==> src/trace_pkg.sv <==
// shared widths, packet formats and encodings for the trace encoder
// imported by every design unit and by the testbench
package trace_pkg;

    // core side widths
    localparam int unsigned XLEN      = 32;
    localparam int unsigned INST_LEN  = 32;
    localparam int unsigned CAUSE_LEN = 5;
    localparam int unsigned PRIV_LEN  = 2;

    // branch map capacity and counter width
    localparam int unsigned BRANCH_MAP_LEN   = 31;
    localparam int unsigned BRANCH_COUNT_LEN = 5;

    // packet output widths
    localparam int unsigned PAYLOAD_LEN = 72;
    localparam int unsigned PTYPE_LEN   = 4;
    localparam int unsigned P_LEN       = 4;

    // packet lengths in bytes
    localparam logic [P_LEN-1:0] LEN_F3_START = 4'd5;
    localparam logic [P_LEN-1:0] LEN_F3_TRAP  = 4'd6;
    localparam logic [P_LEN-1:0] LEN_F2       = 4'd4;
    localparam logic [P_LEN-1:0] LEN_F1       = 4'd9;

    // packet format, high half of the packet type
    typedef enum logic [1:0] {
        F1 = 2'd1,
        F2 = 2'd2,
        F3 = 2'd3
    } format_e;

    // format 3 subformat, low half of the packet type
    typedef enum logic [1:0] {
        SUB_START = 2'd0,
        SUB_TRAP  = 2'd1
    } f3_sub_e;

    // major opcodes that matter to the encoder
    typedef enum logic [6:0] {
        OP_BRANCH = 7'b1100011,
        OP_JALR   = 7'b1100111
    } opcode_e;

    typedef enum logic [1:0] {
        ST_OFF,
        ST_START,
        ST_RUN
    } decider_state_e;

endpackage

==> src/trace_if.sv <==
// bundles between the encoder stages
// window -> decider, decider <-> branch map, decider -> emitter

// classified nc/tc/lc view of the retired instruction stream
interface retire_window_if import trace_pkg::*; #(
    parameter int unsigned XLEN      = trace_pkg::XLEN,
    parameter int unsigned CAUSE_LEN = trace_pkg::CAUSE_LEN
);
    logic                 advance;
    // this cycle
    logic                 tc_valid;
    logic [XLEN-1:0]      tc_pc;
    logic [PRIV_LEN-1:0]  tc_priv;
    logic                 tc_branch;
    logic                 tc_taken;
    // last cycle
    logic                 lc_valid;
    logic                 lc_exception;
    logic [CAUSE_LEN-1:0] lc_cause;
    logic                 lc_interrupt;
    logic                 lc_updiscon;

    modport source (
        output advance, tc_valid, tc_pc, tc_priv, tc_branch, tc_taken,
        output lc_valid, lc_exception, lc_cause, lc_interrupt, lc_updiscon
    );
    modport sink (
        input advance, tc_valid, tc_pc, tc_priv, tc_branch, tc_taken,
        input lc_valid, lc_exception, lc_cause, lc_interrupt, lc_updiscon
    );
endinterface

// branch map control and status
interface branch_map_if import trace_pkg::*; #(
    parameter int unsigned BRANCH_MAP_LEN = trace_pkg::BRANCH_MAP_LEN
);
    logic                        record;
    logic                        taken;
    logic                        flush;
    logic [BRANCH_COUNT_LEN-1:0] count;
    logic [BRANCH_MAP_LEN-1:0]   map;
    logic                        full;

    modport master (output record, taken, flush, input count, map, full);
    modport sink (input record, taken, flush, output count, map, full);
endinterface

// one packet request per fire strobe
interface packet_req_if import trace_pkg::*; #(
    parameter int unsigned XLEN           = trace_pkg::XLEN,
    parameter int unsigned CAUSE_LEN      = trace_pkg::CAUSE_LEN,
    parameter int unsigned BRANCH_MAP_LEN = trace_pkg::BRANCH_MAP_LEN
);
    logic                        fire;
    format_e                     format;
    f3_sub_e                     subformat;
    logic [XLEN-1:0]             address;
    logic [PRIV_LEN-1:0]         priv;
    logic [CAUSE_LEN-1:0]        cause;
    logic                        interrupt;
    logic [BRANCH_COUNT_LEN-1:0] count;
    logic [BRANCH_MAP_LEN-1:0]   map;

    modport source (output fire, format, subformat, address, priv, cause, interrupt, count, map);
    modport sink (input fire, format, subformat, address, priv, cause, interrupt, count, map);
endinterface

==> src/retire_window.sv <==
// three-deep window of retired instructions (nc, tc, lc)
// classifies branches, taken branches and uninferable jumps for the decider
module retire_window import trace_pkg::*; #(
    parameter int unsigned XLEN      = trace_pkg::XLEN,
    parameter int unsigned CAUSE_LEN = trace_pkg::CAUSE_LEN
) (
    input  logic                 clk_i,
    input  logic                 rst_ni,
    input  logic                 trace_enable_i,
    input  logic                 inst_valid_i,
    input  logic [XLEN-1:0]      pc_i,
    input  logic [INST_LEN-1:0]  inst_data_i,
    input  logic                 exception_i,
    input  logic                 interrupt_i,
    input  logic [CAUSE_LEN-1:0] cause_i,
    input  logic [PRIV_LEN-1:0]  priv_lvl_i,
    retire_window_if.source      win
);

    logic                 advance;
    // next cycle, straight from the core
    logic                 nc_valid_q;
    logic [XLEN-1:0]      nc_pc_q;
    logic [6:0]           nc_opcode_q;
    logic                 nc_exc_q;
    logic                 nc_int_q;
    logic [CAUSE_LEN-1:0] nc_cause_q;
    logic [PRIV_LEN-1:0]  nc_priv_q;
    logic                 nc_branch;
    logic                 nc_updiscon;
    // this cycle
    logic                 tc_valid_q;
    logic [XLEN-1:0]      tc_pc_q;
    logic [PRIV_LEN-1:0]  tc_priv_q;
    logic                 tc_branch_q;
    logic                 tc_updiscon_q;
    logic                 tc_exc_q;
    logic                 tc_int_q;
    logic [CAUSE_LEN-1:0] tc_cause_q;
    // last cycle
    logic                 lc_valid_q;
    logic                 lc_exc_q;
    logic                 lc_int_q;
    logic [CAUSE_LEN-1:0] lc_cause_q;
    logic                 lc_updiscon_q;

    // a new instruction enters nc on this edge
    assign advance = inst_valid_i && trace_enable_i;

    // opcode decode on nc, carried along as flags
    assign nc_branch   = (nc_opcode_q == OP_BRANCH);
    assign nc_updiscon = (nc_opcode_q == OP_JALR);

    // valid bits follow the shift, cleared while tracing is off
    always_ff @(posedge clk_i or negedge rst_ni) begin
        if (!rst_ni) begin
            nc_valid_q <= 1'b0;
            tc_valid_q <= 1'b0;
            lc_valid_q <= 1'b0;
        end else if (!trace_enable_i) begin
            nc_valid_q <= 1'b0;
            tc_valid_q <= 1'b0;
            lc_valid_q <= 1'b0;
        end else if (advance) begin
            nc_valid_q <= 1'b1;
            tc_valid_q <= nc_valid_q;
            lc_valid_q <= tc_valid_q;
        end
    end

    // instruction records, qualified by the valid bits above
    always_ff @(posedge clk_i) begin
        if (advance) begin
            nc_pc_q       <= pc_i;
            nc_opcode_q   <= inst_data_i[6:0];
            nc_exc_q      <= exception_i;
            nc_int_q      <= interrupt_i;
            nc_cause_q    <= cause_i;
            nc_priv_q     <= priv_lvl_i;
            tc_pc_q       <= nc_pc_q;
            tc_priv_q     <= nc_priv_q;
            tc_branch_q   <= nc_branch;
            tc_updiscon_q <= nc_updiscon;
            tc_exc_q      <= nc_exc_q;
            tc_int_q      <= nc_int_q;
            tc_cause_q    <= nc_cause_q;
            lc_exc_q      <= tc_exc_q;
            lc_int_q      <= tc_int_q;
            lc_cause_q    <= tc_cause_q;
            lc_updiscon_q <= tc_updiscon_q;
        end
    end

    assign win.advance   = advance;
    assign win.tc_valid  = tc_valid_q;
    assign win.tc_pc     = tc_pc_q;
    assign win.tc_priv   = tc_priv_q;
    assign win.tc_branch = tc_branch_q;
    // no compressed instructions, so the fall-through is always pc + 4
    assign win.tc_taken  = tc_branch_q && nc_valid_q && (nc_pc_q != tc_pc_q + XLEN'(4));

    assign win.lc_valid     = lc_valid_q;
    assign win.lc_exception = lc_exc_q;
    assign win.lc_cause     = lc_cause_q;
    assign win.lc_interrupt = lc_int_q;
    assign win.lc_updiscon  = lc_updiscon_q;

endmodule

==> src/branch_map.sv <==
// branch outcome map, bit 0 is the oldest entry and 1 means not taken
// written by the decider, read back for format 1 packets
module branch_map import trace_pkg::*; #(
    parameter int unsigned BRANCH_MAP_LEN = trace_pkg::BRANCH_MAP_LEN
) (
    input  logic        clk_i,
    input  logic        rst_ni,
    branch_map_if.sink  bm
);

    localparam logic [BRANCH_COUNT_LEN-1:0] COUNT_MAX = BRANCH_COUNT_LEN'(BRANCH_MAP_LEN);

    logic [BRANCH_COUNT_LEN-1:0] count_q;
    logic [BRANCH_COUNT_LEN-1:0] count_d;
    logic [BRANCH_MAP_LEN-1:0]   map_q;
    logic [BRANCH_MAP_LEN-1:0]   map_d;

    always_comb begin
        count_d = count_q;
        map_d   = map_q;
        if (bm.flush) begin
            // flush wins, a recorded branch starts the new map
            count_d = bm.record ? BRANCH_COUNT_LEN'(1) : '0;
            map_d   = '0;
            map_d[0] = bm.record && !bm.taken;
        end else if (bm.record && (count_q < COUNT_MAX)) begin
            // append at the first free slot
            map_d[count_q] = !bm.taken;
            count_d        = count_q + BRANCH_COUNT_LEN'(1);
        end
    end

    // map bits above the count stay zero, so the map is reset too
    always_ff @(posedge clk_i or negedge rst_ni) begin
        if (!rst_ni) begin
            count_q <= '0;
            map_q   <= '0;
        end else begin
            count_q <= count_d;
            map_q   <= map_d;
        end
    end

    assign bm.count = count_q;
    assign bm.map   = map_q;
    assign bm.full  = (count_q == COUNT_MAX);

endmodule

==> src/packet_decider.sv <==
// decides which packet, if any, the tc instruction needs
// combinational request plus the start/run state, drives the branch map
module packet_decider import trace_pkg::*; #(
    parameter int unsigned BRANCH_MAP_LEN = trace_pkg::BRANCH_MAP_LEN
) (
    input  logic           clk_i,
    input  logic           rst_ni,
    retire_window_if.sink  win,
    branch_map_if.master   bm,
    packet_req_if.source   req
);

    localparam logic [BRANCH_COUNT_LEN-1:0] COUNT_MAX = BRANCH_COUNT_LEN'(BRANCH_MAP_LEN);

    decider_state_e              state_q;
    decider_state_e              state_d;
    logic                        decide;
    logic                        lc_trap;
    logic                        lc_discon;
    logic                        win_empty;
    logic [BRANCH_COUNT_LEN-1:0] count_with;
    logic [BRANCH_MAP_LEN-1:0]   map_with;

    // one decision per accepted instruction once tc holds something
    assign decide    = win.advance && win.tc_valid;
    assign lc_trap   = win.lc_valid && win.lc_exception;
    assign lc_discon = win.lc_valid && win.lc_updiscon;
    assign win_empty = !win.tc_valid && !win.lc_valid;

    // map and count as they would be with the tc branch included
    assign count_with = bm.count + BRANCH_COUNT_LEN'(win.tc_branch);
    always_comb begin
        map_with = bm.map;
        if (win.tc_branch && !bm.full) begin
            map_with[bm.count] = !win.tc_taken;
        end
    end

    always_comb begin
        req.fire      = 1'b0;
        req.format    = F2;
        req.subformat = SUB_START;
        bm.record     = 1'b0;
        bm.flush      = 1'b0;
        if (decide) begin
            if (lc_trap) begin
                // handler entry after an exception
                req.fire      = 1'b1;
                req.format    = F3;
                req.subformat = SUB_TRAP;
                bm.flush      = 1'b1;
                bm.record     = win.tc_branch;
            end else if (state_q == ST_START) begin
                req.fire   = 1'b1;
                req.format = F3;
                bm.flush   = 1'b1;
                bm.record  = win.tc_branch;
            end else if (lc_discon) begin
                // jalr target, with the map if there is one
                req.fire   = 1'b1;
                req.format = (count_with != '0) ? F1 : F2;
                bm.flush   = 1'b1;
            end else if (count_with == COUNT_MAX) begin
                req.fire   = 1'b1;
                req.format = F1;
                bm.flush   = 1'b1;
            end else begin
                bm.record = win.tc_branch;
            end
        end
    end

    assign bm.taken      = win.tc_taken;
    assign req.address   = win.tc_pc;
    assign req.priv      = win.tc_priv;
    assign req.cause     = win.lc_cause;
    assign req.interrupt = win.lc_interrupt;
    assign req.count     = count_with;
    assign req.map       = map_with;

    // off until the first accept, start until the first packet
    always_comb begin
        state_d = state_q;
        case (state_q)
            ST_OFF:   if (win.advance) state_d = ST_START;
            ST_START: if (req.fire) state_d = ST_RUN;
            // window only drains when trace gets disabled
            ST_RUN:   if (win_empty) state_d = win.advance ? ST_START : ST_OFF;
            default:  state_d = ST_OFF;
        endcase
    end

    always_ff @(posedge clk_i or negedge rst_ni) begin
        if (!rst_ni) begin
            state_q <= ST_OFF;
        end else begin
            state_q <= state_d;
        end
    end

endmodule

==> src/packet_emitter.sv <==
// registers the packet request into type, length and payload
// packet_valid_o is a one-cycle strobe per request
module packet_emitter import trace_pkg::*; #(
    parameter int unsigned XLEN           = trace_pkg::XLEN,
    parameter int unsigned CAUSE_LEN      = trace_pkg::CAUSE_LEN,
    parameter int unsigned BRANCH_MAP_LEN = trace_pkg::BRANCH_MAP_LEN
) (
    input  logic                   clk_i,
    input  logic                   rst_ni,
    packet_req_if.sink             req,
    output logic                   packet_valid_o,
    output logic [PTYPE_LEN-1:0]   packet_type_o,
    output logic [P_LEN-1:0]       packet_length_o,
    output logic [PAYLOAD_LEN-1:0] packet_payload_o
);

    logic [P_LEN-1:0]       length_d;
    logic [PAYLOAD_LEN-1:0] payload_d;

    // address always sits at the bottom, format fields just above it
    always_comb begin
        payload_d             = '0;
        payload_d[XLEN-1:0]   = req.address;
        length_d              = LEN_F2;
        case (req.format)
            F3: begin
                if (req.subformat == SUB_TRAP) begin
                    length_d                     = LEN_F3_TRAP;
                    payload_d[XLEN +: CAUSE_LEN] = req.cause;
                    payload_d[XLEN + CAUSE_LEN]  = req.interrupt;
                end else begin
                    length_d                    = LEN_F3_START;
                    payload_d[XLEN +: PRIV_LEN] = req.priv;
                end
            end
            F1: begin
                length_d                          = LEN_F1;
                payload_d[XLEN +: BRANCH_MAP_LEN] = req.map;
                payload_d[XLEN + BRANCH_MAP_LEN +: BRANCH_COUNT_LEN] = req.count;
            end
            default: length_d = LEN_F2;
        endcase
    end

    always_ff @(posedge clk_i or negedge rst_ni) begin
        if (!rst_ni) begin
            packet_valid_o <= 1'b0;
        end else begin
            packet_valid_o <= req.fire;
        end
    end

    // held until the next packet
    always_ff @(posedge clk_i) begin
        if (req.fire) begin
            packet_type_o    <= {req.format, req.subformat};
            packet_length_o  <= length_d;
            packet_payload_o <= payload_d;
        end
    end

endmodule

==> src/trace_encoder.sv <==
// instruction trace encoder top level
// retired instructions in, compressed trace packets out, plain ports only
module trace_encoder import trace_pkg::*; #(
    parameter int unsigned XLEN           = trace_pkg::XLEN,
    parameter int unsigned CAUSE_LEN      = trace_pkg::CAUSE_LEN,
    parameter int unsigned BRANCH_MAP_LEN = trace_pkg::BRANCH_MAP_LEN
) (
    input  logic                   clk_i,
    input  logic                   rst_ni,
    input  logic                   trace_enable_i,
    input  logic                   inst_valid_i,
    input  logic [XLEN-1:0]        pc_i,
    input  logic [INST_LEN-1:0]    inst_data_i,
    input  logic                   exception_i,
    input  logic                   interrupt_i,
    input  logic [CAUSE_LEN-1:0]   cause_i,
    input  logic [PRIV_LEN-1:0]    priv_lvl_i,
    output logic                   packet_valid_o,
    output logic [PTYPE_LEN-1:0]   packet_type_o,
    output logic [P_LEN-1:0]       packet_length_o,
    output logic [PAYLOAD_LEN-1:0] packet_payload_o
);

    retire_window_if #(.XLEN(XLEN), .CAUSE_LEN(CAUSE_LEN)) win ();
    branch_map_if #(.BRANCH_MAP_LEN(BRANCH_MAP_LEN)) bm ();
    packet_req_if #(
        .XLEN(XLEN), .CAUSE_LEN(CAUSE_LEN), .BRANCH_MAP_LEN(BRANCH_MAP_LEN)
    ) req ();

    // sample and classify
    retire_window #(.XLEN(XLEN), .CAUSE_LEN(CAUSE_LEN)) i_retire_window (
        .clk_i          (clk_i),
        .rst_ni         (rst_ni),
        .trace_enable_i (trace_enable_i),
        .inst_valid_i   (inst_valid_i),
        .pc_i           (pc_i),
        .inst_data_i    (inst_data_i),
        .exception_i    (exception_i),
        .interrupt_i    (interrupt_i),
        .cause_i        (cause_i),
        .priv_lvl_i     (priv_lvl_i),
        .win            (win)
    );

    branch_map #(.BRANCH_MAP_LEN(BRANCH_MAP_LEN)) i_branch_map (
        .clk_i  (clk_i),
        .rst_ni (rst_ni),
        .bm     (bm)
    );

    // priority decision on the tc instruction
    packet_decider #(.BRANCH_MAP_LEN(BRANCH_MAP_LEN)) i_packet_decider (
        .clk_i  (clk_i),
        .rst_ni (rst_ni),
        .win    (win),
        .bm     (bm),
        .req    (req)
    );

    packet_emitter #(
        .XLEN(XLEN), .CAUSE_LEN(CAUSE_LEN), .BRANCH_MAP_LEN(BRANCH_MAP_LEN)
    ) i_packet_emitter (
        .clk_i            (clk_i),
        .rst_ni           (rst_ni),
        .req              (req),
        .packet_valid_o   (packet_valid_o),
        .packet_type_o    (packet_type_o),
        .packet_length_o  (packet_length_o),
        .packet_payload_o (packet_payload_o)
    );

endmodule

==> config.mk <==
export PLATFORM = sky130hd
export DESIGN_NAME = trace_encoder
export DESIGN_NICKNAME = d
export VERILOG_FILES = /design/src/trace_pkg.sv /design/src/trace_if.sv /design/src/retire_window.sv /design/src/branch_map.sv /design/src/packet_decider.sv /design/src/packet_emitter.sv /design/src/trace_encoder.sv
export SDC_FILE = /design/constraint.sdc
export NUM_CORES = 1
export LEC_CHECK = 0
export BUFFER_PORTS_ARGS = -buffer_cell sky130_fd_sc_hd__clkbuf_2
export CORE_MARGIN = 4
export CORE_UTILIZATION = 55
export CTS_CLUSTER_SIZE = 16
export DETAILED_ROUTE_END_ITERATION = 16
export HOLD_SLACK_MARGIN = 0.05
export PLACE_DENSITY = 0.8
export SYNTH_ARGS = -nofsm -noshare
export SYNTH_HDL_FRONTEND = slang
export SYNTH_SLANG_ARGS = --single-unit
==> constraint.sdc <==
create_clock -name clk_i -period 10 [get_ports clk_i]
set_input_delay 2 -clock clk_i [delete_from_list [all_inputs] [get_ports clk_i]]
set_output_delay 2 -clock clk_i [all_outputs]
set_load 0.03 [all_outputs]
==> impl_metrics.csv <==
group,metric,value,unit
cells_and_area,area_delta_synth_final,16.39,%
sta,setup_slack,5.739,ns
sta,setup_viol,0,
floorplan,die_w,138.7,um
setup_path,critical_path_buf_inv_count,2,
setup_path,path_class,"in -> reg",
placed_design,post-dp-hpwl,12170,um
routing,wl_per_cell,17.48,um
synth,synth_top_cell_by_area,"edfxtp_1",
grt,grt_pass1_vias,5938,
floorplan,core,16640,um^2
setup_path,slowest_delay,0.89,ns
placed_design,port_buffers,127,
hold_path,hold_depth,0,
synth,synthArstFlopShare,19.44,%
sta,finalCriticalPeriod,4.261,ns
cts,ctsHoldBuffers,0,
cells_and_area,fin_nets,920,
cts,cts_tree,"done",
grt,antenna_found_initial,0,
pwr,power.leakage,3.961,nW
placed_design,finalWeightedCongestion,0.8448,
sta,finClkSkew,0.008126,ns
setup_path,regToRegSetupSlack,5.78,ns
sta,fin_crit_sh,42.61,%
hold_path,hold_end,"i_retire_window.tc_cause_q[0]$_DFFE_PP_",
hold_path,worstHoldPathType,"reg -> reg",
grt,grt_max_degree,81,
cts,cts_root_buffer,"clkbuf_16",
synth,yosysWarnings,0,
grt,grt_overflow,0,
setup_path,r2r-start,"i_retire_window.win.tc_branch$_DFFE_PP_",
synth,synth_top_flop_cell,"edfxtp_1",
cts,cts_setup_buffers,0,
routing,detail-route-antenna-nets,0,
floorplan,ios,158,
cells_and_area,antenna_cells,0,
setup_path,end_kind,"flop",
synth,syn-mean-instance-area,13.04,um^2
floorplan,num_rows,47,
synth,syn_area,9399,um^2
cts,path_clk_slew,0.06,ns
synth,syn_inst,721,
floorplan,initial_core_util,56.48,%
sta,rsz0062_at_grt,"no",
setup_path,crit_family,"compound AO/OA/AOI/OAI gates",
cells_and_area,final-seq-area,6276,um^2
floorplan,dieHeight,138.7,um
synth,synth_top_cell_area_share,55.59,%
setup_path,worst-path-max-fanout,35,
grt,grt_use_total,19.07,%
cells_and_area,layout_commonest_cell,"edfxtp_1",
synth,synth_edf_count,174,
cells_and_area,multiInputGateArea,2885,um^2
routing,drc,0,
setup_path,path_cells,"clkbuf_2 > and3_1 > o211a_1 > clkinv_1 > a211o_1 > a31oi_1",
outcome,status,"complete, no violations",
flow_run,cap_violations,0,
cells_and_area,drive_above_1_share,21.24,%
setup_path,reg2reg_to,"i_packet_emitter.packet_payload_o[33]$_DFFE_PP_",
cts,cts_sinks,216,
sta,drv_slew,0,
cts,numCtsBuffers,23,
sta,tns,0,ns
setup_path,crit_required,10.31,ns
routing,wl,18740,um
routing,firstDrtPassIters,6,
cts,clk_latency,0.51,ns
cells_and_area,fillers,1200,
synth,ys_types,63,
pwr,ir_drop,0.1538,mV
pwr,p_per_area,179.3,nW/um^2
cts,htreeDepth,1,
cells_and_area,final_cell_mix,"edfxtp_1 (174), clkbuf_2 (127), nor2_1 (72)",
synth,ys_seq_elements,216,
setup_path,startpoint,"inst_valid_i",
cts,clockBufferDepth,3,
floorplan,dieArea,19240,um^2
setup_path,worstPathArrival,4.57,ns
placed_design,post-place-ws,5.302,ns
hold_path,min_from,"i_retire_window.nc_cause_q[0]$_DFFE_PP_",
sta,finalHoldViolations,0,
synth,seq_area_frac_synth,66.77,%
routing,vias_per_cell,5.813,
sta,relSlewSlack,20.56,%
routing,drt_iter0_drc,507,
setup_path,r2r.worst_path.cells,10,
sta,max_freq,0.2347,GHz
cts,post_cts_resize_count,0,
sta,tightest_slew,1.181,ns
synth,synthTopCellsByArea,"edfxtp_1 (56%), dfrtp_1 (11%), nor2_1 (2.9%), a311oi_1 (2.5%), xnor2_1 (2.4%)",
cells_and_area,stdcell_count,1072,
setup_path,start_kind,"input port",
grt,grt_pass1_wl,30340,um
setup_path,crit_slowest_cell,"clkinv_1",
placed_design,dp_cells,1030,
routing,dr_total_vias,6232,
registers in the layout, indices dropped and copies added (netlist names), 2 cells and up:
signal and flops:
i_retire_window.nc_pc_q 32, i_packet_emitter.packet_type_o 3, i_retire_window.win.tc_priv 2, i_retire_window.tc_cause_q 5
i_retire_window.nc_priv_q 2, i_retire_window.win.lc_cause 5, i_retire_window.nc_opcode_q 7, i_retire_window.nc_cause_q 5
i_packet_decider.state_q 2, i_packet_emitter.packet_length_o 4, i_retire_window.win.tc_pc 32, i_branch_map.bm.count 5
i_branch_map.bm.map 31, i_packet_emitter.packet_payload_o 68
where the power goes:
group	leakage (nW)	switching, mW	internal (mW)	total, mW
Combinational	1.47	0.0575	0.0299	0.0874
Clock	0.364	0.341	0.513	0.854
Sequential	2.13	0.0179	1.00	1.02
layer usage:
layer	track usage [%]	vias up	routed length, um
met5	0	-	0
met1	25.67	2939	7677
met3	3.931	40	1428
li1	-	2991	-
met4	6.076	0	524
met2	31.53	262	9108
worst max path at each step:
| stage | slack, ns | cells past startpoint | endpoint |
|---|---|---|---|
| 5_1_grt | 5.41 | 11 | i_packet_emitter.packet_payload_o[33]$_DFFE_PP_ |
| 3_5_place_dp | 5.30 | 7 | i_packet_emitter.packet_payload_o[32]$_DFFE_PP_ |
| 3_3_place_gp | 5.33 | 7 | i_packet_emitter.packet_payload_o[33]$_DFFE_PP_ |
| 4_1_cts | 5.82 | 6 | i_packet_emitter.packet_payload_o[33]$_DFFE_PP_ |
| 2_1_floorplan | 2.63 | 7 | i_branch_map.bm.map[24]$_DFFE_PN0P_ |
| 6_report | 5.74 | 6 | i_packet_emitter.packet_payload_o[33]$_DFFE_PP_ |
cells in the mapped netlist, types with 3 or more instances:
| master | n |
|---|---|
| nand4_1 | 12 |
| a311oi_1 | 27 |
| buf_2 | 4 |
| mux2i_1 | 5 |
| o31ai_1 | 7 |
| xnor2_1 | 26 |
| o22ai_1 | 4 |
| clkbuf_1 | 32 |
| nor2b_1 | 5 |
| buf_1 | 3 |
| nor4_1 | 6 |
| a32oi_1 | 5 |
| inv_1 | 12 |
| nor3_1 | 12 |
| a21oi_1 | 33 |
| o211ai_1 | 4 |
| a31oi_1 | 7 |
| buf_6 | 3 |
| o21ai_0 | 40 |
| and4_1 | 4 |
| xor2_1 | 21 |
| nand3_1 | 13 |
| o41ai_1 | 25 |
| edfxtp_1 | 174 |
| and3_1 | 11 |
| nor2_1 | 72 |
| dfrtp_1 | 42 |
| and2_1 | 4 |
| nand2_1 | 42 |
| buf_4 | 6 |
| a211o_1 | 3 |
| ha_1 | 8 |
| nand2b_1 | 12 |
area by class of cell:
| cell class | instances | share of cell area [%] |
|---|---|---|
| Clock buffer | 29 | 5.559 |
| Clock inverter | 13 | 1.487 |
| Inverter | 13 | 0.4689 |
| Multi-Input combinational cell | 448 | 26.38 |
| Sequential cell | 216 | 57.37 |
| Tap cell | 220 | 2.516 |
| Timing Repair Buffer | 133 | 6.222 |
stage by stage:
| stage | utilization (%) | power (mW) | instance area, um^2 | hold slack (ns) |
|---|---|---|---|---|
| finish | 65.73 | 1.961 | 10940 | 0.4156 |
| global route | 65.73 | 2.033 | 10940 | 0.4265 |
| CTS | 65.73 | 1.978 | 10940 | 0.4178 |
| detailed placement | 61.10 | 1.126 | 10170 | 0.4045 |
| global placement | 61.10 | 1.122 | 10170 | 0.4017 |
| floorplan | - | 1.094 | 9414 | 0.4003 |
cells by family (layout without fill, tap and decap cells):
logic type      after synthesis  count (layout)  synth area share (%)
other cells                   1               5               0.03990
mux                           5               5                0.5325
compound gates              170             170                 12.57
xor+xnor                     47              47                 4.380
fa+ha+maj                     8               8                 1.065
flops                       216             216                 66.77
buf+inv                      61             188                 2.969
simple gates                213             213                 11.67
Note: power is estimated with default switching activity, not from simulation.
